**src/rx_pkg.sv**
```systemverilog
////////////////////////////////////////////////////////////////////////////
// sizes assume 4 audio channels of 3 words each and a 13-bit (8k) buffer
////////////////////////////////////////////////////////////////////////////
`default_nettype none

package rx_pkg;

	// audio channel layout
	localparam int RX_CHANS       = 4;      // number of DDC audio channels
	localparam int CHAN_BITS      = 2;      // channel index width
	localparam int WORD_BITS      = 16;     // one buffer word
	localparam int WORDS_PER_CHAN = 3;      // I, Q, IQ3
	localparam int CHAN_IQ_BITS   = 48;     // I in low, Q in middle, IQ3 in high word

	// frame closing data
	localparam int TICKS_BITS     = 48;     // timestamp, written as 3 words lsw first
	localparam int NSAMPS_BITS    = 7;      // samples per frame

	// shared sample buffer
	localparam int RAM_ADDR_BITS  = 13;     // 8192 words, addresses wrap

	////////////////////////////////////////////////////////////////////////////
	// source of the word being written into the buffer
	////////////////////////////////////////////////////////////////////////////

	typedef enum logic [1:0]
	{
		SRC_CHAN  = 2'd0,   // channel I/Q/IQ3 word
		SRC_TICKS = 2'd1,   // timestamp slice
		SRC_CTR   = 2'd2    // buffer counter, last word of a frame
	} word_src_t;

	// code 2'd3 is never driven, the mux writes zero for it

endpackage

`default_nettype wire
```
**src/host_read_port.sv**
```systemverilog
////////////////////////////////////////////////////////////////////////////
// one strobe per cycle; get_samp_i and get_buf_ctr_i must not coincide
////////////////////////////////////////////////////////////////////////////
`timescale 1ns/1ns
`default_nettype none

module host_read_port (
	input  wire                             adc_clk,
	input  wire                             reset_bufs_A,
	input  wire                             get_samp_i,
	input  wire                             get_buf_ctr_i,
	input  wire                             get_srq_i,
	input  wire                             frame_done_i,
	input  wire  [rx_pkg::WORD_BITS-1:0]    buf_ctr_i,
	input  wire  [rx_pkg::WORD_BITS-1:0]    ram_rdata_i,
	output logic                            rd_adv_o,
	output logic                            rx_rd_o,
	output logic [rx_pkg::WORD_BITS-1:0]    rx_dout_o,
	output logic                            srq_o
);
	import rx_pkg::*;

	logic                 sel_ctr_q;    // this read returns the counter
	logic [WORD_BITS-1:0] ctr_q;        // counter snapshot for the host
	logic                 pending_q;    // frame done since last srq query

	assign rd_adv_o = get_samp_i;       // RAM word is registered on this same edge

	always_ff @(posedge adc_clk)
	begin
		if (get_buf_ctr_i)
			ctr_q <= buf_ctr_i;
	end

	////////////////////////////////////////////////////////////////////////////
	// read strobe and service request
	////////////////////////////////////////////////////////////////////////////

	always_ff @(posedge adc_clk)
	begin
		if (reset_bufs_A)
		begin
			rx_rd_o   <= 1'b0;
			sel_ctr_q <= 1'b0;
			pending_q <= 1'b0;
			srq_o     <= 1'b0;
		end
		else
		begin
			rx_rd_o   <= get_samp_i | get_buf_ctr_i;   // data valid in the cycle after the strobe
			sel_ctr_q <= get_buf_ctr_i;
			if (get_srq_i)
			begin
				srq_o     <= pending_q;
				pending_q <= frame_done_i;  // a frame ending right now stays pending
			end
			else
				pending_q <= pending_q | frame_done_i;
		end
	end

	assign rx_dout_o = sel_ctr_q ? ctr_q : ram_rdata_i;

endmodule

`default_nettype wire

```
**config.mk**
```make
export PLATFORM = sky130hd
export DESIGN_NAME = host_read_port
export DESIGN_NICKNAME = d
export VERILOG_FILES = /design/src/rx_pkg.sv /design/src/host_read_port.sv
export SDC_FILE = /design/constraint.sdc
export NUM_CORES = 1
export LEC_CHECK = 0
export BUFFER_PORTS_ARGS = -buffer_cell sky130_fd_sc_hd__buf_2
export CAP_MARGIN = 20
export CELL_PAD_IN_SITES_DETAIL_PLACEMENT = 1
export CELL_PAD_IN_SITES_GLOBAL_PLACEMENT = 2
export CORE_ASPECT_RATIO = 0.8
export CORE_UTILIZATION = 27
export CTS_CLUSTER_SIZE = 14
export DETAILED_ROUTE_END_ITERATION = 8
export MAX_ROUTING_LAYER = met4
export PLACE_DENSITY_LB_ADDON = 0.1
export SYNTH_ARGS = -nofsm -noshare
export SYNTH_HDL_FRONTEND = slang
export SYNTH_SLANG_ARGS = --single-unit
```
**constraint.sdc**
```tcl
create_clock -name adc_clk -period 1.88 [get_ports adc_clk]
set_input_delay 0.188 -clock adc_clk [delete_from_list [all_inputs] [get_ports adc_clk]]
set_output_delay 0.188 -clock adc_clk [all_outputs]
set_load 0.005 [all_outputs]
```
### Yosys cells after proc, flatten, opt, wreduce, memory -nomap -nowiden

Index checks and enable logic that the tools add are counted.

* flip-flop bits (word level): 20
* bits of input ports: 38
* output and inout port bits: 19
* logic and storage cells: 9

* mux-type cells: 2
* bitwise logic cells: 2

Operator list (count)
* 16-bit two-way mux: 1
* 1-bit OR: 2
* 1-bit two-way mux: 1

### Longest topological paths before layout

* depth after elaboration: 2
* depth in mapped cells: 3
* gate-level depth less buffers: 2

### Least setup slack after synthesis

OpenSTA, ideal clock, no wires.

* kind: register to output
* start: register sel_ctr_q
* end: output port rx_dout_o[10] (netlist name)
* data arrival time: 0.859 ns
* data required time: 1.692 ns
* path slack: 0.833 ns
* stages on the path, launching flop included: 4
* path buffers: 2
* cell sequence: dfxtp_1 > buf_6 > buf_12 > mux2_4

* longest elaborated chain between the ends: 1

RTL lines
* from (decl): RTL line host_read_port.sv:23 `logic sel_ctr_q;`
* from (signal assigned): RTL line host_read_port.sv:51 `sel_ctr_q <= get_buf_ctr_i;`
* 16-bit two-way mux: RTL line host_read_port.sv:62 `assign rx_dout_o = sel_ctr_q ? ctr_q : ram_rdata_i;`
* to (decl): RTL line host_read_port.sv:18 `output logic [rx_pkg::WORD_BITS-1:0] rx_dout_o,`

Every way passes these cells.

### Final worst setup path

* start: register sel_ctr_q
* end: output port rx_dout_o[5] (netlist name)

The elaborated chain is that of the path after synthesis.

==> results.md <==
- Row Count: 17
- Max-Slew Margin vs Limit: between 70% and 80%
- Final Slew Violations: 0
- Ys Warns: 0
- I/O pin count: 57
- Port Buffers: 56
- Worst-path fanout max: 10
- Main synth FF type: edfxtp_1
- Fraction of layout instances using a drive strength above 1: a little over 70%
- Clk_skew: 3.30 ps
- Setup CP Type: reg -> out
- Count leader, synth: edfxtp_1
- # hold bufs at CTS: 0
- Max Cap Violations: 0
- Post-route minimum period: about 1700 ps
- Setup ws final: a little over 200 ps
- Seq/Total Area, Yosys: about 65%
- All-Layer GR Usage: 11.2%
- Total Power: ~0.00094 W
- Area leader, netlist: edfxtp_1
- Synth Area in Adders: 0%
- Resize count post-CTS: 0
- Final Hold Vio Count: 0
- CP Data Arrival Time: ~1500 ps
- Vias in the first global route: ~570
- DR WL/cell: approximately 13 um
- Worst vdd ir: 0.000518 V
- Global route hottest layer: met2
- Max H-tree Level: 1
- Post-CTS repair timing setup buffer count: 0
- Fillers: about 330
- CTS root buf: clkbuf_8
- Fraction of registers with async set/reset: 0%
- Vias per Instance: between 4 and 5
- Die area: 3410 sq um
- Synth top area share: a little under three fifths
- GR Util met3: between 4 and 5%
- Chip Width: roughly 65 um
- Synth Area in Simple Gates: 2.77%
- Yosys reg bits: 20
- Total gr overflow: 0
- DRC Markers: 0
- Net Count, Synth: 85
- Antenna Violating Nets Remaining: 0
- CTS tree: built
- Post-synth EDFFs: 16
- Grt met2 use: approximately 19%
- Status: completed
- Mux share of post-synthesis cell area: a little over a quarter
- Yosys cell types: 13
- Final setup violation count: 0
- CTS clk-pin slew, worst paths: approximately 70 ps
- Vias after detailed routing: ~590
- First-pass GRT wire length: about 2600 um
- Starting density of the core: roughly 30%
- Ant diodes: 0
- Syn avg cell area: about 18 sq um
- Fmax: approximately 600 MHz
- Worst endpoint required time: 1690 ps
- Met1 GRT Util: between 10% and 20%
- Pin count of the biggest net entering global routing: 19
- Dpl ws: 466 ps
- Pwr Density: slightly below 800 nW/um^2
- Clock latency on the worst-skew pair: 260 ps
- Critical Path Source Type: flip-flop
- 1st-iter DRT viols: 5
- Standby leakage power: 0.560 nW
- RSZ-0062 raised after global routing: no
- Synth top cells by count: 16 x edfxtp_1, 10 x mux2_4, 6 x mux2_2, 4 x dfxtp_1, 3 x nor2_1
- Final Wtd Congestion: 0.686
- Crit. End Element: output port
- Netlist Area Pre-Place: around 860 sq um
- Largest family of logic cells by synthesized area: multiplexers
- Setup TNS Final: 0 ps
- 1st-pass router iterations: 3
- TritonCTS Sinks: 20
- DP Wirelength: between 1000 and 1500 um
- Final period util: between 80 and 90%
- Clock buffer count from CTS: 3
- Syn Inst Count: 47
- Initial antenna violation count: 0
- Core area: 2890 sq um
- Vert. Die Dim: 52.5 um
- Layout Area Growth over Synthesis: 39.7%
- Max Root-Sink Buffers: 2
- Final #Nets: 144
- Drt total wl: 1810 um
- Worst Hold Class: in -> reg
- Top cells by area, synth: edfxtp_1 56%, mux2_4 17%, dfxtp_1 9.3%
- Synth Area in Compound Gates: less than 1%
- Slew @ Worst Pin: around 400 ps
- Synth Area in XOR/XNOR: 0%
## sequential cells by signal (all words and copies together) (netlist names)
register and cells:
ctr_q 16, pending_q 1, rx_rd_o 1, sel_ctr_q 1
srq_o 1
## routing by layer
| metal | share of wire [%] | wire, um | vias to the layer above |
|---|---|---|---|
| met5 | 0 | 0 | - |
| met4 | 0 | 0 | 0 |
| met3 | 6.8 | 123 | 0 |
| met2 | 52 | 942 | 25 |
| met1 | 41 | 745 | 276 |
| li1 | - | - | 286 |
## cells in the final DEF, fill, tap and decap left out
cell | Yosys | routed
clkbuf_8 | 0 | 3
a21oi_1 | 1 | 1
mux2_4 | 10 | 10
edfxtp_1 | 16 | 16
nor2_1 | 3 | 3
dfxtp_1 | 4 | 4
nand2b_1 | 1 | 1
inv_1 | 1 | 1
buf_2 | 0 | 56
clkinv_1 | 0 | 1
nor2b_1 | 1 | 1
mux2_2 | 6 | 6
mux2i_1 | 1 | 1
buf_4 | 1 | 1
## per-stage QoR
stage	utilization, %	std cells	hold WS, ps	instance area (sq um)
floorplan	-	47	257	860
detailed placement	40.0	139	367	1160
finish	41.5	143	102	1200
CTS	41.5	143	97.5	1200
global placement	40.0	139	365	1160
global route	41.5	143	87.5	1200
## logic make-up (layout without fill, tap and decap cells)
family	Yosys count	count (layout)
compound gates	1	1
buf+inv	4	62
flops	20	20
mux	17	17
simple gates	5	5
## critical path: stages (launching register included)
cell and delay [ps]:
dfxtp_1 490, buf_4 290, mux2_4 320, buf_2 130
## area by class of cell
class                      instances  area (sq um)  share of cell area (%)
multi-input combinational         23           256                    21.4
tap                               38          47.5                    3.96
inverter                           1          3.75                   0.313
clock inverter                     1          3.75                   0.313
timing repair buffer              57           288                    24.0
clock buffer                       3          41.3                    3.44
sequential                        20           561                    46.7
## final timing paths
kind | cells past startpoint | startpoint | end | slack [ps]
max reg2reg | 2 | srq_o | srq_o | 1280
min reg2reg | 2 | pending_q | pending_q | 480
min | 1 | buf_ctr_i[7] | ctr_q[7] | 100
max | 3 | sel_ctr_q | rx_dout_o[5] | 200
## where the power goes
part           switching (W)  internal [W]  total (W)  leakage [nW]
clock               0.000135      0.000145   0.000281        0.0231
sequential         0.0000119      0.000513   0.000525         0.190
combinational      0.0000487     0.0000882   0.000137         0.347
total               0.000196      0.000747   0.000943         0.560
Note: power is estimated with default switching activity, not from simulation.
