File: src/rx_pkg.sv
////////////////////////////////////////////////////////////////////////////
// sizes assume 4 audio channels of 3 words each and a 13-bit (8k) buffer
////////////////////////////////////////////////////////////////////////////
`default_nettype none

package rx_pkg;

	// audio channel layout
	localparam int RX_CHANS       = 4;      // number of DDC audio channels
	localparam int CHAN_BITS      = 2;      // channel index width
	localparam int WORD_BITS      = 16;     // one buffer word
	localparam int WORDS_PER_CHAN = 3;      // I, Q, IQ3
	localparam int CHAN_IQ_BITS   = 48;     // I in low, Q in middle, IQ3 in high word

	// frame closing data
	localparam int TICKS_BITS     = 48;     // timestamp, written as 3 words lsw first
	localparam int NSAMPS_BITS    = 7;      // samples per frame

	// shared sample buffer
	localparam int RAM_ADDR_BITS  = 13;     // 8192 words, addresses wrap

	////////////////////////////////////////////////////////////////////////////
	// source of the word being written into the buffer
	////////////////////////////////////////////////////////////////////////////

	typedef enum logic [1:0]
	{
		SRC_CHAN  = 2'd0,   // channel I/Q/IQ3 word
		SRC_TICKS = 2'd1,   // timestamp slice
		SRC_CTR   = 2'd2    // buffer counter, last word of a frame
	} word_src_t;

	// code 2'd3 is never driven, the mux writes zero for it

endpackage

`default_nettype wire
File: src/frame_word_mux.sv
////////////////////////////////////////////////////////////////////////////
// channel and ticks inputs are sampled only on rx_avail_i
////////////////////////////////////////////////////////////////////////////
`timescale 1ns/1ns
`default_nettype none

module frame_word_mux (
	input  wire                                             adc_clk,
	input  wire                                             rx_avail_i,
	input  wire [rx_pkg::RX_CHANS*rx_pkg::CHAN_IQ_BITS-1:0] chan_iq_i,
	input  wire [rx_pkg::TICKS_BITS-1:0]                    ticks_i,
	input  wire [rx_pkg::CHAN_BITS-1:0]                     chan_i,
	input  wire [1:0]                                       word_i,
	input  wire rx_pkg::word_src_t                          src_i,
	input  wire [rx_pkg::WORD_BITS-1:0]                     buf_ctr_i,
	output logic [rx_pkg::WORD_BITS-1:0]                    wdata_o
);
	import rx_pkg::*;

	// packed view matches the input layout: [chan][word][bit], I is word 0
	logic [RX_CHANS-1:0][WORDS_PER_CHAN-1:0][WORD_BITS-1:0] iq_q;
	logic [WORDS_PER_CHAN-1:0][WORD_BITS-1:0]               ticks_q;   // lsw in slice 0

	////////////////////////////////////////////////////////////////////////////
	// hold one sample for the whole multi-cycle copy
	////////////////////////////////////////////////////////////////////////////

	always_ff @(posedge adc_clk)
	begin
		if (rx_avail_i)
		begin
			iq_q    <= chan_iq_i;
			ticks_q <= ticks_i;     // only used on the closing sample
		end
	end

	// write data follows the sequencer outputs in the same cycle
	always_comb
	begin
		case (src_i)
			SRC_CHAN:  wdata_o = iq_q[chan_i][word_i];
			SRC_TICKS: wdata_o = ticks_q[word_i];
			SRC_CTR:   wdata_o = buf_ctr_i;     // value before the increment
			default:   wdata_o = '0;
		endcase
	end

endmodule

`default_nettype wire

File: config.mk
export PLATFORM = sky130hd
export DESIGN_NAME = frame_word_mux
export DESIGN_NICKNAME = d
export VERILOG_FILES = /design/src/rx_pkg.sv /design/src/frame_word_mux.sv
export SDC_FILE = /design/constraint.sdc
export NUM_CORES = 1
export LEC_CHECK = 0
export ABC_AREA = 1
export BUFFER_PORTS_ARGS = -buffer_cell sky130_fd_sc_hd__buf_2
export CORE_MARGIN = 2
export CORE_UTILIZATION = 43
export DETAILED_ROUTE_END_ITERATION = 10
export PLACE_DENSITY = 0.68
export SYNTH_ARGS = -nofsm -noshare
export SYNTH_HDL_FRONTEND = slang
export SYNTH_SLANG_ARGS = --single-unit
File: constraint.sdc
create_clock -name adc_clk -period 4.3 [get_ports adc_clk]
set_clock_uncertainty 0.2 [all_clocks]
set_input_delay 0.86 -clock adc_clk [delete_from_list [all_inputs] [get_ports adc_clk]]
set_output_delay 0.86 -clock adc_clk [all_outputs]
set_load 0.01 [all_outputs]
Word level (Yosys, flattened, before mapping)
Index checks and enable logic that the tools add are counted.

Flip-flop bits (word level): 240. Logic and storage cells: 27. Output and inout port bits: 16.

Reductions and logical operators: 1. $lt $le $gt $ge: 2. Equal/unequal tests: 2. Multiplexer cells: 7.

Operators with widths (number): 48-bit binary-select mux with 2-bit select (1); 16-bit binary-select mux with 2-bit select (2); 48-bit two-way mux (1); 16-bit one-hot mux with 3 select lines (1); 16-bit two-way mux (2); 2-bit by 3-bit < comparator with 1-bit output (second input constant) (2); 2-bit by 1-bit == test with 1-bit output (second input constant) (1); 2-bit == test (second input constant) (1); 2-bit zero test (1).

Logic depth before layout (Yosys ltp)
Gate-level depths: netlist (run 1).

Word-level depth: 5. Gate-level depth with buffers: 11. Depth with buffers taken out: 9.

Worst setup path before layout (run 1)
Ideal clock, no wire load.

Path kind: input -> output. Start: input chan_i[0] (netlist bit). End: output wdata_o[10] (netlist bit). Stages on the path: 10. Setup slack: 1.497 ns. Arrival time: 1.743 ns. Path through: buf_4 > buf_6 > buf_4 > nand2_1 > nand3_1 > nand3_1 > nand3_1 > nand2_1 > nand2_1 > nand2_1.

Cells in the longest elaborated chain, start to end: 5.

Ends and longest elaborated chain: start: declaration (RTL line frame_word_mux.sv:12) `input wire [rx_pkg::CHAN_BITS-1:0] chan_i,`; 48-bit binary-select mux with 2-bit select (RTL line frame_word_mux.sv:41) `SRC_CHAN: wdata_o = iq_q[chan_i][word_i];`; 48-bit two-way mux (not written as such) (RTL line frame_word_mux.sv:41); 16-bit binary-select mux with 2-bit select (RTL line frame_word_mux.sv:41); 16-bit two-way mux (not written as such) (RTL line frame_word_mux.sv:41); 16-bit one-hot mux with 3 select lines (RTL line frame_word_mux.sv:40) `case (src_i)`; end: declaration (RTL line frame_word_mux.sv:16) `output logic [rx_pkg::WORD_BITS-1:0] wdata_o`.

No other way between the ends. The select of a mux whose other input is x is not followed.

Worst setup path after layout (run 1)
Start: input chan_i[0] (netlist bit). End: output wdata_o[8] (netlist bit).

Same word-level chain as after synthesis.

==> flow_summary.json, run 1 <==
{
  "status": "completed",
  "tritoncts": "yes",
  "maxSlewViolCount": 0,
  "drv_cap": 0,
  "startpoint": "chan_i[0]",
  "critical_path.max_stage_delay_ns": 0.35,
  "pin_count": 280,
  "drc": 0,
  "numPortBuffers": 279,
  "post_cts_buffers": 0,
  "cts_inserted_buffers": 26,
  "most-common-layout-cells": "buf_2, nand2_1, edfxtp_1, inv_1, nand3_1",
  "leakagePower_nw": 5.54,
  "grtUsageTotal_pct": 22.4,
  "rsz0062_at_grt": "no",
  "wl_per_cell_um": 18.5,
  "rows": 55,
  "finalSetupTns_ns": 0,
  "synth_seq_cells": 240,
  "area_growth_pct": 25.1,
  "setup_viol": 0,
  "yosysWarnings": 0,
  "syn_avg_cell_area_um2": 11.3,
  "fin_nets": 1430,
  "cp.required_ns": 3.24,
  "die_area_um2": 24500,
  "cts_resized": 0,
  "worstPathArrival_ns": 2.60,
  "tightest_slew_ns": 1.24,
  "cp-end-kind": "primary output",
  "path_delay_family": "buffers and inverters",
  "layout_commonest_cell": "buf_2",
  "setup_ws_ns": 0.642,
  "layout-drive-gt1-share_pct": 28.2,
  "syn_area_um2": 10000,
  "clkSlewWorstSetupHoldPaths_ns": 0.06,
  "synth.distinct_cells": 15,
  "antenna_found_initial": 6,
  "grt_pass1_vias": 7240,
  "die_w_um": 157,
  "grt_start_max_net_pins": 89,
  "fin_total_pwr_w": 0.00546,
  "drtPass1Iterations": 7,
  "grt_pass1_wl_um": 40700,
  "worstPathMaxFanout": 38,
  "crit_slowest_cell": "inv_4",
  "fillCellCount": 1980,
  "routed_via_density": 4.98,
  "routed_wl_um": 27700,
  "path_cells": "buf_4 > inv_4 > buf_12 > nand2_1 > nand2_1 > nand2_1 > nand3_1 > nand3_1 > nand2_1 > nand2_1 > nand2_1 > buf_2",
  "clock_tree.root_cell": "clkbuf_16",
  "vias": 7477,
  "drt-initial-drc-count": 662,
  "start_util_pct": 43.9,
  "ant_nets": 0,
  "cts_hold_repair.buffers": 0,
  "cts.sink_count": 240,
  "min_period_ns": 3.66,
  "overflow": 0,
  "syn-num-nets": 1153,
  "pre_cts_ws_ns": 0.643,
  "layout_worst_path_cycle_share_pct": 85.1,
  "min_path_type": "primary input to flop",
  "relSlewSlack_pct": 17.1,
  "clock_tree.buffer_depth": 3,
  "routabilityCongestion": 0.861,
  "timing.final.hold_violations": 0,
  "seq_area_frac_synth_pct": 72.0,
  "htreeDepth": 1,
  "cp-start-kind": "primary input",
  "dp_hpwl_um": 19800,
  "die-height_um": 157,
  "coreArea_um2": 22800,
  "max_freq_mhz": 273,
  "ir_drop_mv": 0.283,
  "cp_common_cell": "nand2_1",
  "synth_cells": 889,
  "p_per_area_nw_per_um2": 436,
  "worstHoldStart": "chan_iq_i[126]",
  "critPathBufInv": 4,
  "worstSetupPathType": "primary input to primary output",
  "whs_ns": 0.300
}
-- state kept, by name, summed over array words and instances, names as in the netlist --
register  flops
ticks_q      48
iq_q        192
-- layer usage --
metal	routed length (um)	global-route usage [%]
met5	47	0
met4	1100	7.95
met3	2530	5.54
met2	12800	35.7
met1	11300	30.0
-- worst paths after layout --
| check | cells past startpoint | to |
|---|---|---|
| worst max-delay path | 12 | wdata_o[8] |
| worst min-delay path | 1 | iq_q[126]$_DFFE_PP_ |
-- final cells by class --
type / instances / area, um^2 / share of cell area (%)
flip-flops and latches: 240 / 7210 / 57.5
multi-input cells: 500 / 2160 / 17.2
repair buffers: 295 / 1570 / 12.5
clock buffers: 30 / 666 / 5.32
well taps: 313 / 392 / 3.13
inverters: 103 / 389 / 3.11
clock inverters: 16 / 139 / 1.11
diodes: 3 / 7.51 / 0.0599
-- kinds of logic after synthesis --
| kind of cell | share of synthesized area [%] |
|---|---|
| buf+inv | 6.46 |
| simple gates | 16.3 |
| compound gates | 5.20 |
| flops | 72.0 |
-- power breakdown --
group | switching (W) | internal, W | leakage (nW)
logic | 0.000321 | 0.000200 | 2.81
registers | 0.0000508 | 0.00278 | 2.35
clock network | 0.000878 | 0.00122 | 0.390
-- per-stage QoR --
step | std cells | util, % | cell area (um^2)
finish | 1500 | 55.0 | 12500
global route | 1498 | 55.0 | 12500
CTS | 1497 | 54.9 | 12500
detailed placement | 1451 | 51.4 | 11700
global placement | 1451 | 51.4 | 11700
floorplan | 889 | - | 10000
-- Yosys cell counts, drive strengths merged --
library cell / instances / share of area (%)
nand2: 241 / 9.0
edfxtp: 240 / 72
inv: 103 / 3.9
nand3: 96 / 4.8
o21ai: 80 / 4.0
nor2: 67 / 2.5
buf: 31 / 2.0
a22oi: 16 / 1.2
clkbuf: 15 / 0.56
No activity file was read; power rests on OpenSTA's default activity.
==> run 2: changes to the inputs <==
--- a/config.mk
+++ b/config.mk
@@ -6,7 +6,7 @@
 export NUM_CORES = 1
 export LEC_CHECK = 0
 export ABC_AREA = 1
-export BUFFER_PORTS_ARGS = -buffer_cell sky130_fd_sc_hd__buf_2
+export BUFFER_PORTS_ARGS = -buffer_cell sky130_fd_sc_hd__clkbuf_2
 export CORE_MARGIN = 2
 export CORE_UTILIZATION = 43
 export DETAILED_ROUTE_END_ITERATION = 10
==> flow_summary.json, run 2 (synthesis gave the netlist of run 1 again) <==
{
  "die_w_um": 157,
  "worstSetupPathType": "primary input to primary output",
  "drv_cap": 0,
  "vias": 7405,
  "rsz0062_at_grt": "no",
  "die-height_um": 157,
  "layout-drive-gt1-share_pct": 28.0,
  "drt-initial-drc-count": 660,
  "leakagePower_nw": 5.57,
  "grtUsageTotal_pct": 22.1,
  "cp.required_ns": 3.24,
  "cp-start-kind": "primary input",
  "ant_nets": 0,
  "whs_endpoint": "ticks_q[44]$_DFFE_PP_",
  "tightest_slew_ns": 0.726,
  "min_period_ns": 3.70,
  "wl_per_cell_um": 18.1,
  "clock_tree.root_cell": "clkbuf_16",
  "grt_pass1_vias": 7516,
  "layout_commonest_cell": "clkbuf_2",
  "top_register": "iq_q",
  "fin_total_pwr_w": 0.00531,
  "post_cts_buffers": 0,
  "finalSetupTns_ns": 0,
  "cp-end-kind": "primary output",
  "cts_hold_repair.buffers": 0,
  "worstHoldStart": "ticks_i[44]",
  "drc": 0,
  "coreArea_um2": 22800,
  "drtPass1Iterations": 5,
  "setup_viol": 0,
  "worstPathMaxFanout": 39,
  "routed_wl_um": 27100,
  "hold_path_depth": 1,
  "maxSlewViolCount": 0,
  "routed_via_density": 4.95,
  "grt_start_max_net_pins": 97,
  "numPortBuffers": 279,
  "routabilityCongestion": 0.815,
  "overflow": 0,
  "top_regs": "iq_q x192, ticks_q x48",
  "antenna_found_initial": 2,
  "htreeDepth": 1,
  "tritoncts": "yes",
  "cts.sink_count": 240,
  "cts_resized": 0,
  "die_area_um2": 24500,
  "start_util_pct": 43.9,
  "rows": 55,
  "timing.final.hold_violations": 0,
  "area_growth_pct": 24.4,
  "fin_nets": 1430,
  "layout_worst_path_cycle_share_pct": 86.1,
  "pin_count": 280,
  "largest_reg_flops": 192,
  "relSlewSlack_pct": 51.6,
  "max_freq_mhz": 270,
  "status": "completed",
  "min_path_type": "primary input to flop",
  "p_per_area_nw_per_um2": 426,
  "dp_hpwl_um": 19700,
  "ir_drop_mv": 0.403,
  "worstPathArrival_ns": 2.64,
  "most-common-layout-cells": "clkbuf_2, nand2_1, edfxtp_1, inv_1, nand3_1",
  "grt_pass1_wl_um": 40600,
  "clock_tree.buffer_depth": 3,
  "cts_inserted_buffers": 26,
  "clkSlewWorstSetupHoldPaths_ns": 0.06
}
## run 2: cell types whose count changed in the layout (fill, tap and decap cells not counted)
| cell | before | now |
|---|---|---|
| clkbuf_2 | 0 | 277 |
| clkinvlp_4 | 2 | 1 |
| bufinv_16 | 2 | 0 |
| buf_2 | 277 | 0 |
| clkbuf_1 | 4 | 3 |
| diode_2 | 3 | 1 |
| clkinv_1 | 6 | 8 |
## run 2: final cells by class
class / count / area (um^2)
diodes: 1 / 2.50
clock buffers: 29 / 662
clock inverters: 15 / 78.8
inverters: 103 / 389
repair buffers: 295 / 1570
fillers: 1978 / 10300
multi-input cells: 500 / 2160
well taps: 313 / 392
flip-flops and latches: 240 / 7210
## run 2: worst max-delay path, stage by stage
cell,delay [ns]
clkbuf_2,0.42
buf_4,0.48
nand3_1,0.20
nand3_1,0.13
nand3_1,0.09
nand2_1,0.15
nand2_1,0.10
nand2_1,0.07
clkbuf_2,0.12
## run 2: worst max path at each step
stage                   start          end  slack (ns)  cells after the start
finish              chan_i[1]   wdata_o[9]        0.60                      9
detailed placement  chan_i[1]   wdata_o[7]        0.62                      9
CTS                 chan_i[1]   wdata_o[7]        0.63                      9
global route        chan_i[1]  wdata_o[14]        0.43                      9
floorplan           chan_i[0]  wdata_o[10]        1.50                     10
global placement    chan_i[1]   wdata_o[8]        0.65                      9
## run 2: power breakdown
group,total (W),leakage (nW),switching [W],internal [W]
sequential,0.00283,2.35,0.0000481,0.00278
combinational,0.000519,2.86,0.000319,0.000200
clock,0.00195,0.363,0.000858,0.00110
## run 2: through the flow
stage	utilization, %	instance area (um^2)	setup WS, ns	hold slack, ns	instances
after floorplan	-	10000	1.50	0.759	889
after global placement	51.4	11700	0.649	0.837	1451
after detailed placement	51.4	11700	0.624	0.839	1451
after CTS	54.7	12500	0.627	0.284	1495
after global routing	54.7	12500	0.432	0.281	1495
final	54.7	12500	0.597	0.303	1496
## run 2: per-layer routing
metal / share of wire [%] / global-route usage, % / vias to the layer above / wire, um
li1: - / - / 3550 / -
met1: 40 / 28.6 / 3439 / 10900
met2: 47 / 36.6 / 352 / 12900
met3: 8.9 / 5.23 / 62 / 2400
met4: 3.6 / 8.04 / 2 / 969
met5: 0.048 / 0 / - / 13
