--- config.mk ---
export PLATFORM = sky130hd
export DESIGN_NAME = xfer_sequencer
export DESIGN_NICKNAME = d
export VERILOG_FILES = /design/src/rx_pkg.sv /design/src/xfer_sequencer.sv
export SDC_FILE = /design/constraint.sdc
export NUM_CORES = 1
export LEC_CHECK = 0
export ABC_AREA = 1
export BUFFER_PORTS_ARGS = -buffer_cell sky130_fd_sc_hd__buf_2
export CORE_MARGIN = 8
export CORE_UTILIZATION = 57
export CTS_BUF_LIST = sky130_fd_sc_hd__clkbuf_2
export CTS_CLUSTER_DIAMETER = 200
export DETAILED_ROUTE_END_ITERATION = 12
export GPL_TIMING_DRIVEN = 1
export HOLD_SLACK_MARGIN = 0.06
export PLACE_DENSITY = 0.78
export SYNTH_ARGS = -nofsm -noshare
export SYNTH_HDL_FRONTEND = slang
export SYNTH_SLANG_ARGS = --single-unit
--- constraint.sdc ---
create_clock -name adc_clk -period 2.3 [get_ports adc_clk]
set_input_delay 0.345 -clock adc_clk [delete_from_list [all_inputs] [get_ports adc_clk]]
set_output_delay 0.345 -clock adc_clk [all_outputs]
set_load 0.01 [all_outputs]
--- src/rx_pkg.sv ---
////////////////////////////////////////////////////////////////////////////
// sizes assume 4 audio channels of 3 words each and a 13-bit (8k) buffer
////////////////////////////////////////////////////////////////////////////
`default_nettype none

package rx_pkg;

	// audio channel layout
	localparam int RX_CHANS       = 4;      // number of DDC audio channels
	localparam int CHAN_BITS      = 2;      // channel index width
	localparam int WORD_BITS      = 16;     // one buffer word
	localparam int WORDS_PER_CHAN = 3;      // I, Q, IQ3
	localparam int CHAN_IQ_BITS   = 48;     // I in low, Q in middle, IQ3 in high word

	// frame closing data
	localparam int TICKS_BITS     = 48;     // timestamp, written as 3 words lsw first
	localparam int NSAMPS_BITS    = 7;      // samples per frame

	// shared sample buffer
	localparam int RAM_ADDR_BITS  = 13;     // 8192 words, addresses wrap

	////////////////////////////////////////////////////////////////////////////
	// source of the word being written into the buffer
	////////////////////////////////////////////////////////////////////////////

	typedef enum logic [1:0]
	{
		SRC_CHAN  = 2'd0,   // channel I/Q/IQ3 word
		SRC_TICKS = 2'd1,   // timestamp slice
		SRC_CTR   = 2'd2    // buffer counter, last word of a frame
	} word_src_t;

	// code 2'd3 is never driven, the mux writes zero for it

endpackage

`default_nettype wire
--- src/xfer_sequencer.sv ---
////////////////////////////////////////////////////////////////////////////
// rx_avail_i is ignored while a transfer runs; nsamps = 0 is not supported
////////////////////////////////////////////////////////////////////////////
`timescale 1ns/1ns
`default_nettype none

module xfer_sequencer (
	input  wire                           adc_clk,
	input  wire                           reset_bufs_A,
	input  wire                           rx_avail_i,
	input  wire                           set_nsamps_i,
	input  wire [rx_pkg::NSAMPS_BITS-1:0] nsamps_i,
	output logic                          wr_o,
	output logic [rx_pkg::CHAN_BITS-1:0]  chan_o,
	output logic [1:0]                    word_o,
	output rx_pkg::word_src_t             src_o,
	output logic                          frame_done_o,
	output logic [rx_pkg::WORD_BITS-1:0]  buf_ctr_o
);
	import rx_pkg::*;

	logic                    xfer_q;    // copy in progress
	logic                    gap_q;     // idle cycle before the ticks words
	logic [NSAMPS_BITS-1:0]  count_q;   // samples already copied into this frame
	logic [NSAMPS_BITS-1:0]  nsamps_q;  // samples per frame

	wire last_word = (word_o == 2'(WORDS_PER_CHAN - 1));
	wire last_chan = (chan_o == CHAN_BITS'(RX_CHANS - 1));

	wire [NSAMPS_BITS-1:0] count_inc = count_q + 1'b1;
	wire last_samp = (count_inc == nsamps_q);    // this sample closes the frame

	// host setting, survives a buffer reset
	always_ff @(posedge adc_clk)
	begin
		if (set_nsamps_i)
			nsamps_q <= nsamps_i;
	end

	////////////////////////////////////////////////////////////////////////////
	// transfer FSM
	//   sample:  ch0 I Q IQ3 .. ch3 I Q IQ3                   12 writes
	//   closing: same 12, idle, ticks[15:0] [31:16] [47:32], buf_ctr
	////////////////////////////////////////////////////////////////////////////

	always_ff @(posedge adc_clk)
	begin
		frame_done_o <= 1'b0;   // pulse only

		if (reset_bufs_A)
		begin
			xfer_q    <= 1'b0;
			gap_q     <= 1'b0;
			wr_o      <= 1'b0;
			chan_o    <= '0;
			word_o    <= '0;
			src_o     <= SRC_CHAN;
			count_q   <= '0;
			buf_ctr_o <= '0;
		end
		else if (!xfer_q)
		begin
			// first write lands the cycle after the pulse, mux latches at the same edge
			if (rx_avail_i)
			begin
				xfer_q <= 1'b1;
				wr_o   <= 1'b1;
				chan_o <= '0;
				word_o <= '0;
				src_o  <= SRC_CHAN;
			end
		end
		else if (gap_q)
		begin
			gap_q  <= 1'b0;
			wr_o   <= 1'b1;        // resume with the ticks words
			src_o  <= SRC_TICKS;
			word_o <= '0;
		end
		else
		begin
			case (src_o)
				SRC_CHAN:
				begin
					if (!last_word)
						word_o <= word_o + 1'b1;
					else
					begin
						word_o <= '0;
						if (!last_chan)
							chan_o <= chan_o + 1'b1;
						else
						begin
							// all channels moved
							wr_o   <= 1'b0;
							chan_o <= '0;
							if (last_samp)
								gap_q <= 1'b1;  // keep xfer_q, timestamp follows
							else
							begin
								xfer_q  <= 1'b0;    // wait for next sample
								count_q <= count_inc;
							end
						end
					end
				end

				SRC_TICKS:
				begin
					if (last_word)
					begin
						word_o <= '0;
						src_o  <= SRC_CTR;  // single counter word next
					end
					else
						word_o <= word_o + 1'b1;
				end

				SRC_CTR:
				begin
					// counter word written this cycle, frame is closed
					wr_o         <= 1'b0;
					xfer_q       <= 1'b0;
					count_q      <= '0;
					src_o        <= SRC_CHAN;
					frame_done_o <= 1'b1;
					buf_ctr_o    <= buf_ctr_o + 1'b1;
				end

				default:
				begin
					wr_o   <= 1'b0;   // unused code, drop the transfer
					xfer_q <= 1'b0;
					src_o  <= SRC_CHAN;
				end
			endcase
		end
	end

endmodule

`default_nettype wire

### Yosys cells after proc, flatten, opt, wreduce, memory -nomap -nowiden

Index checks and enable logic that the tools add are counted.

| word-level totals | value |
|---|---|
| flip-flop bits (word level) | 40 |
| input bits | 11 |
| output and inout bits | 24 |
| logic and storage cells | 80 |

| operators by class | value |
|---|---|
| $add $sub $neg | 4 |
| equal/unequal tests | 17 |
| mux-type cells | 36 |
| bitwise gates (word level) | 2 |
| reductions and logical operators | 11 |

Operators with widths:

| cell | number |
|---|---|
| 2-bit two-way mux | 13 |
| 7-bit two-way mux | 3 |
| 16-bit by 1-bit adder with 16-bit output (second input constant) | 1 |
| 1-bit two-way mux | 16 |
| 7-bit one-hot mux with 2 select lines | 1 |
| 4-bit != test (second input constant) | 3 |
| 2-bit != test (second input constant) | 4 |
| 4-bit AND reduction | 2 |
| 7-bit by 1-bit adder with 7-bit output (second input constant) | 1 |
| 7-bit equality test | 1 |
| 2-bit equality test (second input constant) | 3 |
| 3-bit != test (second input constant) | 2 |
| 3-bit AND reduction | 2 |
| 6-bit AND reduction | 1 |
| 2-bit by 1-bit adder with 2-bit output (second input constant) | 2 |
| 2-bit by 1-bit != test with 1-bit output (second input constant) | 2 |
| 1-bit one-hot mux with 2 select lines | 2 |
| 2-bit one-hot mux with 2 select lines | 1 |
| 2-bit nonzero test | 2 |
| 3-bit by 2-bit != test with 1-bit output (second input constant) | 1 |
| 3-bit OR reduction | 1 |
| 2-bit by 1-bit equality test with 1-bit output (second input constant) | 1 |
| 2-bit zero test | 1 |
| 1-bit inverter | 2 |
| other kinds (2) | 2 |

### Longest topological paths before layout

Gate-level depths: netlist (run 1).

| depth | value |
|---|---|
| word-level depth | 8 |
| mapped depth | 15 |
| depth with buffers taken out | 14 |

### Least setup slack after synthesis (run 1)

Ideal clock, no wire load.

| path | value |
|---|---|
| kind | register to register |
| from | register count_q[0] |
| to | register count_q[1] |
| setup time | 113 ps |
| arrival | 1559 ps |
| required time | 2187 ps |
| path slack | 629 ps |
| stages on the path, launching flop included | 13 |
| path buffers | 1 |
| clock period less this slack | 1671 ps |
| path through | dfxtp_1 > ha_1 > xnor2_1 > nand2_1 > nor2_1 > nand2_1 > nor2_2 > nand3_2 > nand2_4 > buf_6 > nand2_1 > nand2_1 > nor2_1 |

| on the way | value |
|---|---|
| word-level cells in the longest chain between the ends | 5 |
| elaborated cells on any way between the ends | 8 |
| those cells by class | add/sub (1); eq/ne (2); mux (4); reduce/logical (1) |

RTL lines:

| item | RTL line | RTL |
|---|---|---|
| start, declared | xfer_sequencer.sv:24 | `logic [NSAMPS_BITS-1:0] count_q;` |
| start signal, assigned | xfer_sequencer.sv:102 | `count_q <= count_inc;` |
| 7-bit by 1-bit adder with 7-bit output (*) | xfer_sequencer.sv:30 | `wire [NSAMPS_BITS-1:0] count_inc = count_q + 1'b1;` |
| branches (longest 4 deep; another with 7-bit equality test) | n/a |  |

Every way passes the cells marked *. The select of a mux whose other input is x is not followed.
A chain may end at the register's enable or synchronous reset.

### Worst setup path in the final report (run 1)

| path | value |
|---|---|
| from | register count_q[0] |
| to | register count_q[0] |

Same word-level chain as after synthesis.

==> qor.yml, run 1 <==
pwr:
  p_per_area_nw_per_um2: 543
  worst_ir_drop_vdd_mv: 0.445
  total_power_mw: 1.24
  p_leak_nw: 1.07
global_route:
  antenna_found_initial: 0
  grt_pass1_wl_mm: 6.81
  grt_overflow: 0
  grt_pass1_vias: 1652
  grt_max_degree: 20
  grt_usage: 0.155
synth:
  syn_inst: 284
  synth.distinct_cells: 32
  synth_warnings: 0
  synthesis.nets: 298
  syn_avg_cell_area_um2: 7.07
  ys_seq_area_frac: 0.434
  synth-seq-cells: 40
  syn-cell-area_um2: 2010
critical_path:
  crit_path_end_kind: "flip-flop"
  max_stage_delay_ns: 0.46
  critPathRequiredTime_ns: 2.61
  criticalPathCategory: "flip-flop to flip-flop"
  worstPathArrival_ns: 2.14
  crit_chain: "ha_1 -> nand2_2 -> nor2_2 -> nand2_1 -> nand2_1 -> nand2_1 -> nand2_1 -> nand2_1 -> nor2_2 -> nand3_2 -> nand2_4 -> nand2_1 -> nand2_1 -> nor2_1"
  critPathSlowestCell: "dfxtp_1"
  crit_top_cell: "nand2_1"
  worst_setup_path_start_kind: "flip-flop"
  path_max_fanout: 14
  reg2reg_depth: 14
routing:
  drc: 0
  vias_per_cell: 4.98
  wirelength_mm: 4.05
  vias: 1836
  dr.pass1.iters: 4
  ant_nets: 0
  wire_per_inst_um: 11.0
  drt-initial-drc-count: 75
hold_path:
  hold_path.class: "primary input to flip-flop"
  holdPathStages: 1
placed_design:
  port_buffers: 34
  dp_cells: 361
  finalWeightedCongestion: 0.827
  post-dp-hpwl_mm: 3.10
  place_ws_ns: 0.504
outcome:
  status: "finished, final reports clean"
sta:
  hold_viol: 0
  setup_ws_ns: 0.465
  setup_violations: 0
  slew_viol_final: 0
  finalClockSkew_ns: 0.0275
  min_period_ns: 1.84
  worst_slew_pin_slew_ns: 0.536
  post-route-period-util: 0.798
  rsz0062_at_grt: "false"
  relSlewSlack: 0.641
  final.setup.tns_ns: 0
  holdWs_ns: 0.0913
  fmax_mhz: 545
die:
  coreArea_um2: 3360
  initial_core_util: 0.597
  rows: 21
  dieArea_um2: 5680
  pin_count: 35
  fp.dieW_um: 75.4
  die_h_um: 75.4
final_layout:
  insertedDiodeCount: 0
  finalNetCount: 336
  areaGrowthSynthToFinish_pct: 13.7
  layout_commonest_cell: "nand2_1"
  drive_gt1_frac: 0.195
  instances_no_fill: 369
  layout_common_cells: "nand2_1 (75), nor2_1 (48), inv_1 (34), buf_2 (34), dfxtp_1 (33)"
clock_network:
  cts_tree: "built"
  cts_hold_buf: 0
  clock_sinks: 40
  h-tree-depth: 2
  insertion_delay_ns: 0.41
  clk_path_buf_depth: 2
  clkTransAtPathRegs_ns: 0.22
  cts.root.buffer_cell: "clkbuf_2"
  cts_setup_buffers: 0
  cts_resized: 0
  numCtsBuffers: 5
run:
  maxCapViolCount: 0
[power breakdown]
part | total, mW | internal [mW] | switching [mW] | leakage (nW)
clock | 0.425 | 0.183 | 0.242 | 0.0433
combinational | 0.0745 | 0.0281 | 0.0464 | 0.695
sequential | 0.740 | 0.730 | 0.00959 | 0.335
[path summary, 6_finish.rpt]
path / from / end / slack, ns
min: nsamps_i[5] / nsamps_q[5] / 0.09
max: count_q[0] / count_q[0] / 0.46
min reg2reg: buf_ctr_o[15] / buf_ctr_o[15] / 0.47
max reg2reg: count_q[0] / count_q[0] / 0.46
[state kept, by name, indices dropped and copies added (netlist names)]
signal        cells
src_o             2
nsamps_q          7
wr_o              1
frame_done_o      1
word_o            2
chan_o            2
xfer_q            1
buf_ctr_o        16
gap_q             1
count_q           7
[final cells by class]
type / instances / area (µm²)
inverter: 36 / 135
tap: 46 / 57.6
clock inverter: 3 / 41.3
clock buffer: 5 / 25.0
fill: 340 / 1080
sequential: 40 / 871
multi-input combinational: 205 / 983
timing repair buffer: 34 / 170
[worst max-delay path, delay by kind of cell, from the launching register on]
kind	cells	cell delay [ns]
AND/OR/NAND/NOR	13	1.07
flip-flops	1	0.46
adder cells (fa/ha/maj)	1	0.24
[synthesized netlist by cell type (all sizes together)]
cell    instances  area share
a21oi          21       0.052
clkbuf          2      0.0037
nand3          15       0.040
edfxtp          7        0.10
nand2          80        0.16
nor2           58        0.13
dfxtp          33        0.33
buf             1      0.0056
xnor2           1      0.0044
nand4           2      0.0062
o21ai           8       0.020
a31oi           1      0.0031
nor3            6       0.017
o21a            2      0.0075
and2            1      0.0037
ha              3       0.019
nand3b          1      0.0037
and3            1      0.0031
inv            35       0.065
xor2            1      0.0044
nor4            2      0.0093
clkinv          1      0.0019
a211oi          1      0.0037
or2             1      0.0031
[routing by layer]
metal | track usage | up-vias | routed length [µm]
met2 | 0.258 | 39 | 1850
met1 | 0.182 | 816 | 1890
met3 | 0.0487 | 5 | 256
li1 | - | 976 | -
met4 | 0.0597 | 0 | 57
met5 | 0 | - | 0
[cell families (layout without fill, tap and decap cells)]
| kind of cell | Yosys count | after routing | synth area share |
|---|---|---|---|
| XOR/XNOR | 2 | 2 | 0.00872 |
| flip-flops | 40 | 40 | 0.434 |
| AO/OA/AOI/OAI | 33 | 33 | 0.0866 |
| buffers and inverters | 39 | 78 | 0.0766 |
| AND/OR/NAND/NOR | 167 | 167 | 0.376 |
| adder cells (fa/ha/maj) | 3 | 3 | 0.0187 |
[through the flow]
step            util  cell area (µm²)
2_1_floorplan      -             2010
3_3_place_gp   0.659             2220
3_5_place_dp   0.659             2220
4_1_cts        0.679             2280
5_1_grt        0.679             2280
6_report       0.679             2280
(Power assumes the default switching activity.)
==> inputs of run 2 (changes only) <==
==> constraint.sdc (replaced) <==
create_clock -name adc_clk -period 1.75 [get_ports adc_clk]
set_input_delay 0.2625 -clock adc_clk [delete_from_list [all_inputs] [get_ports adc_clk]]
set_output_delay 0.2625 -clock adc_clk [all_outputs]
set_load 0.01 [all_outputs]
==> qor.yml, run 2 (same netlist as run 1, synthesis figures left out) <==
outcome:
  status: "finished, final reports clean"  # unchanged
hold_path:
  hold_path.class: "primary input to flip-flop"  # unchanged
  hold_start: "rx_avail_i"  # was nsamps_i[5]
die:
  rows: 21  # unchanged
  dieArea_um2: 5680  # unchanged
  coreArea_um2: 3360  # unchanged
  pin_count: 35  # unchanged
  fp.dieW_um: 75.4  # unchanged
  initial_core_util: 0.597  # unchanged
  die_h_um: 75.4  # unchanged
routing:
  wire_per_inst_um: 11.7  # was 11.0 µm
  dr.pass1.iters: 4  # unchanged
  drc: 0  # unchanged
  ant_nets: 0  # unchanged
  drt-initial-drc-count: 87  # was 75
  vias_per_cell: 4.97  # was 4.98
  vias: 1948  # was 1836
  wirelength_mm: 4.60  # was 4.05 mm
clock_network:
  h-tree-depth: 2  # unchanged
  cts.root.buffer_cell: "clkbuf_2"  # unchanged
  numCtsBuffers: 5  # unchanged
  clock_sinks: 40  # unchanged
  insertion_delay_ns: 0.41  # about the same
  clkTransAtPathRegs_ns: 0.22  # about the same
  cts_tree: "built"  # unchanged
  clk_path_buf_depth: 2  # unchanged
placed_design:
  place_ws_ns: 0.0386  # was 0.504 ns
  port_buffers: 34  # unchanged
  post-dp-hpwl_mm: 3.24  # was 3.10 mm
  place_area_um2: 2310  # was 2220 µm²
  finalWeightedCongestion: 0.812  # was 0.827
global_route:
  grt_pass1_wl_mm: 7.39  # was 6.81 mm
  grt_max_degree: 19  # was 20
  grt_pass1_vias: 1736  # was 1652
  grt_overflow: 0  # unchanged
  grt_usage: 0.170  # was 0.155
  antenna_found_initial: 0  # unchanged
critical_path:
  worst_setup_path_start_kind: "flip-flop"  # unchanged
  crit_top_cell: "nand2_1"  # unchanged
  critPathSlowestCell: "dfxtp_2"  # was dfxtp_1
  crit_chain: "ha_4 -> inv_1 -> nand2_1 -> nand2_1 -> nand2_1 -> nand2_1 -> nor2_1 -> nand2_1 -> nor2_2 -> nand3_2 -> nand2_4 -> nand2_1 -> nand2_1 -> nor2_1"  # was ha_1 -> nand2_2 -> nor2_2 -> nand2_1 -> nand2_1 -> nand2_1 -> nand2_1 -> nand2_1 -> nor2_2 -> nand3_2 -> nand2_4 -> nand2_1 -> nand2_1 -> nor2_1
  critPathRequiredTime_ns: 2.05  # was 2.61 ns
  setup.worst_path.start: "count_q[0]"  # unchanged
  r2r_start: "count_q[0]"  # unchanged
  max_stage_delay_ns: 0.40  # was 0.46 ns
  path_max_fanout: 7  # was 14
  crit_path_end_kind: "flip-flop"  # unchanged
  criticalPathCategory: "flip-flop to flip-flop"  # unchanged
  worstPathArrival_ns: 2.03  # was 2.14 ns
pwr:
  total_power_mw: 1.65  # was 1.24 mW
  p_leak_nw: 1.19  # was 1.07 nW
  worst_ir_drop_vdd_mv: 0.410  # was 0.445 mV
  p_per_area_nw_per_um2: 650  # was 543 nW/µm²
run:
  maxCapViolCount: 0  # unchanged
sta:
  relSlewSlack: 0.657  # was 0.641
  setup_ws_ns: 0.0189  # was 0.465 ns
  slew_viol_final: 0  # unchanged
  setup_violations: 0  # unchanged
  rsz0062_at_grt: "true"  # was false
  fmax_mhz: 578  # was 545 MHz
  min_period_ns: 1.73  # was 1.84 ns
  worst_slew_pin_slew_ns: 0.509  # was 0.536 ns
  finalClockSkew_ns: 0.0280  # was 0.0275 ns
  post-route-period-util: 0.989  # was 0.798
  hold_viol: 0  # unchanged
final_layout:
  top_regs: "buf_ctr_o (16), count_q (7), nsamps_q (7)"  # unchanged
  layout_common_cells: "nand2_1 (74), nor2_1 (45), inv_1 (34), buf_2 (34), dfxtp_1 (24)"  # was nand2_1 (75), nor2_1 (48), inv_1 (34), buf_2 (34), dfxtp_1 (33)
  insertedDiodeCount: 0  # unchanged
  drive_gt1_frac: 0.272  # was 0.195
  top_register: "buf_ctr_o"  # unchanged
  largest_reg_flops: 16  # unchanged
  layout_commonest_cell: "nand2_1"  # unchanged
  areaGrowthSynthToFinish_pct: 26.5  # was 13.7%
  finalInstanceArea_um2: 2540  # was 2280 µm²
  finalNetCount: 359  # was 336
  fillCellCount: 270  # was 340
  final_util: 0.755  # was 0.679
run 2: final cells by class:
type | instances | area, µm² | area share
multi-input cells | 206 | 1040 | 0.410
flip-flops and latches | 40 | 885 | 0.348
repair buffers | 56 | 353 | 0.139
inverters | 36 | 135 | 0.0532
well taps | 46 | 57.6 | 0.0227
clock inverters | 3 | 42.5 | 0.0167
clock buffers | 5 | 25.0 | 0.00985
run 2: through the flow:
stage,setup TNS (ns),instances,hold WS [ns]
final,0,392,0.139
after global routing,-0.554,392,0.122
after CTS,0,388,0.130
after detailed placement,0,373,0.441
after global placement,0,373,0.434
after floorplan,0,284,0.341
run 2: worst paths after layout:
kind | depth (start not counted) | endpoint | slack [ns]
setup / recovery | 14 | count_q[2] | 0.02
hold / removal | 4 | src_o[1] | 0.14
setup reg to reg | 14 | count_q[2] | 0.02
hold reg to reg | 2 | wr_o | 0.49
run 2: repair_timing:
action	in CTS	in global routing
hold buffers	7	0
setup buffers	0	3
endpoints found under the setup margin	0	11
hold endpoints to repair	7	0
gates resized for setup	0	23
run 2: layer usage:
| layer | wire length, µm | up-vias | global-route usage |
|---|---|---|---|
| li1 | - | 1024 | - |
| met1 | 2000 | 862 | 0.193 |
| met3 | 327 | 4 | 0.0566 |
| met2 | 2240 | 58 | 0.292 |
| met5 | 0 | - | 0 |
| met4 | 31 | 0 | 0.0512 |
run 2: report_power, final:
group	switching (mW)	total, mW	internal [mW]
combinational	0.0689	0.123	0.0540
clock	0.320	0.558	0.238
sequential	0.0128	0.971	0.958
total	0.401	1.65	1.25
run 2: worst max-delay path: cells and delay by family (launching register included):
| kind | cells | cell delay, ns |
|---|---|---|
| AND/OR/NAND/NOR | 12 | 1.00 |
| adder cells (fa/ha/maj) | 1 | 0.16 |
| flip-flops | 1 | 0.40 |
| buffers and inverters | 1 | 0.05 |
==> inputs of run 3 (changes only) <==
--- a/config.mk
+++ b/config.mk
@@ -7,6 +7,7 @@
 export LEC_CHECK = 0
 export ABC_AREA = 1
 export BUFFER_PORTS_ARGS = -buffer_cell sky130_fd_sc_hd__buf_2
+export CORE_ASPECT_RATIO = 0.8
 export CORE_MARGIN = 8
 export CORE_UTILIZATION = 57
 export CTS_BUF_LIST = sky130_fd_sc_hd__clkbuf_2
==> qor.yml, run 3 (same netlist as run 1, synthesis figures left out) <==
die:
  coreArea_um2: 3400  # was 3360 µm²
  initial_core_util: 0.591  # was 0.597
  dieArea_um2: 5690  # was 5680 µm²
  pin_count: 35  # unchanged
  rows: 19  # was 21
  fp.dieW_um: 82.4  # was 75.4 µm
  die_h_um: 69.1  # was 75.4 µm
sta:
  setup_violations: 0  # unchanged
  holdWs_ns: 0.176  # was 0.139 ns
  finalClockSkew_ns: 0.0187  # was 0.0280 ns
  fmax_mhz: 580  # was 578 MHz
  rsz0062_at_grt: "true"  # unchanged
  post-route-period-util: 0.985  # was 0.989
  slew_viol_final: 0  # unchanged
  min_period_ns: 1.72  # was 1.73 ns
  setup_ws_ns: 0.0270  # was 0.0189 ns
  final.setup.tns_ns: 0  # unchanged
  hold_viol: 0  # unchanged
  relSlewSlack: 0.652  # was 0.657
  worst_slew_pin_slew_ns: 0.516  # was 0.509 ns
global_route:
  grt_max_degree: 16  # was 19
  grt_usage: 0.169  # was 0.170
  grt_overflow: 0  # unchanged
  antenna_found_initial: 0  # unchanged
  grt_pass1_vias: 1867  # was 1736
  grtUsageMet2: 0.265  # was 0.292
  met3_usage: 0.0402  # was 0.0566
  grt-busiest-layer: "met2"  # unchanged
  grtUsageMet1: 0.216  # was 0.193
  grt_pass1_wl_mm: 7.87  # was 7.39 mm
placed_design:
  port_buffers: 34  # unchanged
  finalWeightedCongestion: 0.828  # was 0.812
  place_ws_ns: 0.00796  # was 0.0386 ns
  place_area_um2: 2290  # was 2310 µm²
  post-dp-hpwl_mm: 3.45  # was 3.24 mm
pwr:
  seqPwrFrac: 0.651  # was 0.588
  switchingPower_uw: 372  # was 401 µW
  worst_ir_drop_vdd_mv: 0.415  # was 0.410 mV
  p_leak_nw: 1.17  # was 1.19 nW
  p_per_area_nw_per_um2: 601  # was 650 nW/µm²
  combPwrFrac: 0.083  # was 0.074
  clock_power_share: 0.266  # was 0.338
  p_int_mw: 1.12  # was 1.25 mW
  total_power_mw: 1.49  # was 1.65 mW
  p_sw_frac: 0.249  # was 0.243
final_layout:
  top_regs: "buf_ctr_o (16), count_q (7), nsamps_q (7)"  # unchanged
  layout_common_cells: "nand2_1 (69), nor2_1 (46), inv_1 (34), buf_2 (34), dfxtp_1 (28)"  # was nand2_1 (74), nor2_1 (45), inv_1 (34), buf_2 (34), dfxtp_1 (24)
  insertedDiodeCount: 0  # unchanged
  layout_commonest_cell: "nand2_1"  # unchanged
  drive_gt1_frac: 0.260  # was 0.272
  areaGrowthSynthToFinish_pct: 23.4  # was 26.5%
  largest_reg_flops: 16  # unchanged
  finalInstanceArea_um2: 2480  # was 2540 µm²
  finalNetCount: 355  # was 359
  top_register: "buf_ctr_o"  # unchanged
critical_path:
  path_max_fanout: 7  # unchanged
  worst_setup_path_start_kind: "flip-flop"  # unchanged
  crit_chain: "ha_4 -> nand2_4 -> nor2_4 -> nand2_2 -> nand2_2 -> nand2_2 -> nand2_1 -> nand2_1 -> nor2_2 -> nand3_2 -> nand2_4 -> nand2_1 -> nand2_1 -> nor2_1"  # was ha_4 -> inv_1 -> nand2_1 -> nand2_1 -> nand2_1 -> nand2_1 -> nor2_1 -> nand2_1 -> nor2_2 -> nand3_2 -> nand2_4 -> nand2_1 -> nand2_1 -> nor2_1
  crit_top_cell: "nand2_1"  # unchanged
  criticalPathCategory: "flip-flop to flip-flop"  # unchanged
  crit_path_end_kind: "flip-flop"  # unchanged
  crit_buf_inv: 0  # was 1
  critPathRequiredTime_ns: 2.06  # was 2.05 ns
  critPathSlowestCell: "dfxtp_4"  # was dfxtp_2
  max_stage_delay_ns: 0.41  # was 0.40 ns
  cp_top_family: "simple AND/OR/NAND/NOR gates"  # unchanged
  worstPathArrival_ns: 2.03  # about the same
clock_network:
  clk_path_buf_depth: 2  # unchanged
  clock_sinks: 40  # unchanged
  h-tree-depth: 2  # unchanged
  clkTransAtPathRegs_ns: 0.20  # was 0.22 ns
  cts_tree: "built"  # unchanged
  numCtsBuffers: 5  # unchanged
  insertion_delay_ns: 0.38  # was 0.41 ns
  cts.root.buffer_cell: "clkbuf_2"  # unchanged
routing:
  wirelength_mm: 4.66  # was 4.60 mm
  drt-initial-drc-count: 107  # was 87
  ant_nets: 0  # unchanged
  vias: 1934  # was 1948
  wire_per_inst_um: 12.1  # was 11.7 µm
  vias_per_cell: 5.04  # was 4.97
  drc: 0  # unchanged
  dr.pass1.iters: 4  # unchanged
hold_path:
  hold_path.class: "primary input to flip-flop"  # unchanged
run:
  maxCapViolCount: 0  # unchanged
outcome:
  status: "finished, final reports clean"  # unchanged
[run 3: cell types whose count changed in the layout (fill, tap and decap cells not counted), moves of 2 or more]
cell,delta
nand2_2,+5
clkbuf_2,+2
dfxtp_2,-4
dfxtp_1,+4
buf_4,-5
nand2_1,-5
[run 3: final cells by class]
| type | count | area [µm²] |
|---|---|---|
| Inverter | 36 | 135 |
| Clock inverter | 1 | 3.75 |
| Clock buffer | 7 | 35.0 |
| Tap cell | 42 | 52.6 |
| Multi-Input combinational cell | 206 | 1050 |
| Fill cell | 283 | 921 |
| Timing Repair Buffer | 52 | 327 |
| Sequential cell | 40 | 880 |
[run 3: worst register-to-register path, delay by kind of cell (launching register included)]
kind	cells	cell delay (ns)
flip-flops	1	0.41
adder cells (fa/ha/maj)	1	0.15
AND/OR/NAND/NOR	13	1.10
[run 3: final timing paths]
check	slack [ns]	from	to	cells after the start
hold / removal	0.18	rx_avail_i	src_o[1]	4
setup / recovery	0.03	count_q[1]	count_q[4]	14
hold reg to reg	0.46	buf_ctr_o[15]	buf_ctr_o[15]	1
setup reg to reg	0.03	count_q[1]	count_q[4]	14
[run 3: timing repair]
item                                    4_1_cts  5_1_grt
pin swaps                                     1       11
endpoints found under the setup margin        4       15
hold buffers                                  7        0
setup buffers                                 0        0
gates cloned                                  1        0
hold endpoints to repair                      7        0
gates resized for setup                       2       20
[run 3: power groups by stage]
stage	combinational (mW)	clock [mW]	sequential, mW
floorplan	0.0637	0	0.990
global placement	0.105	0	0.990
detailed placement	0.108	0	0.991
CTS	0.122	0.403	0.971
global route	0.137	0.438	0.973
finish	0.124	0.397	0.970
[run 3: metal layers]
layer,up-vias,share of wire
met1,873,0.47
li1,1015,-
met4,0,0.012
met5,-,0
met2,39,0.47
met3,7,0.048
[run 3: metrics by stage]
stage                util  instances
global route        0.729        384
finish              0.729        384
detailed placement  0.675        368
global placement    0.675        368
floorplan               -        284
CTS                 0.711        384
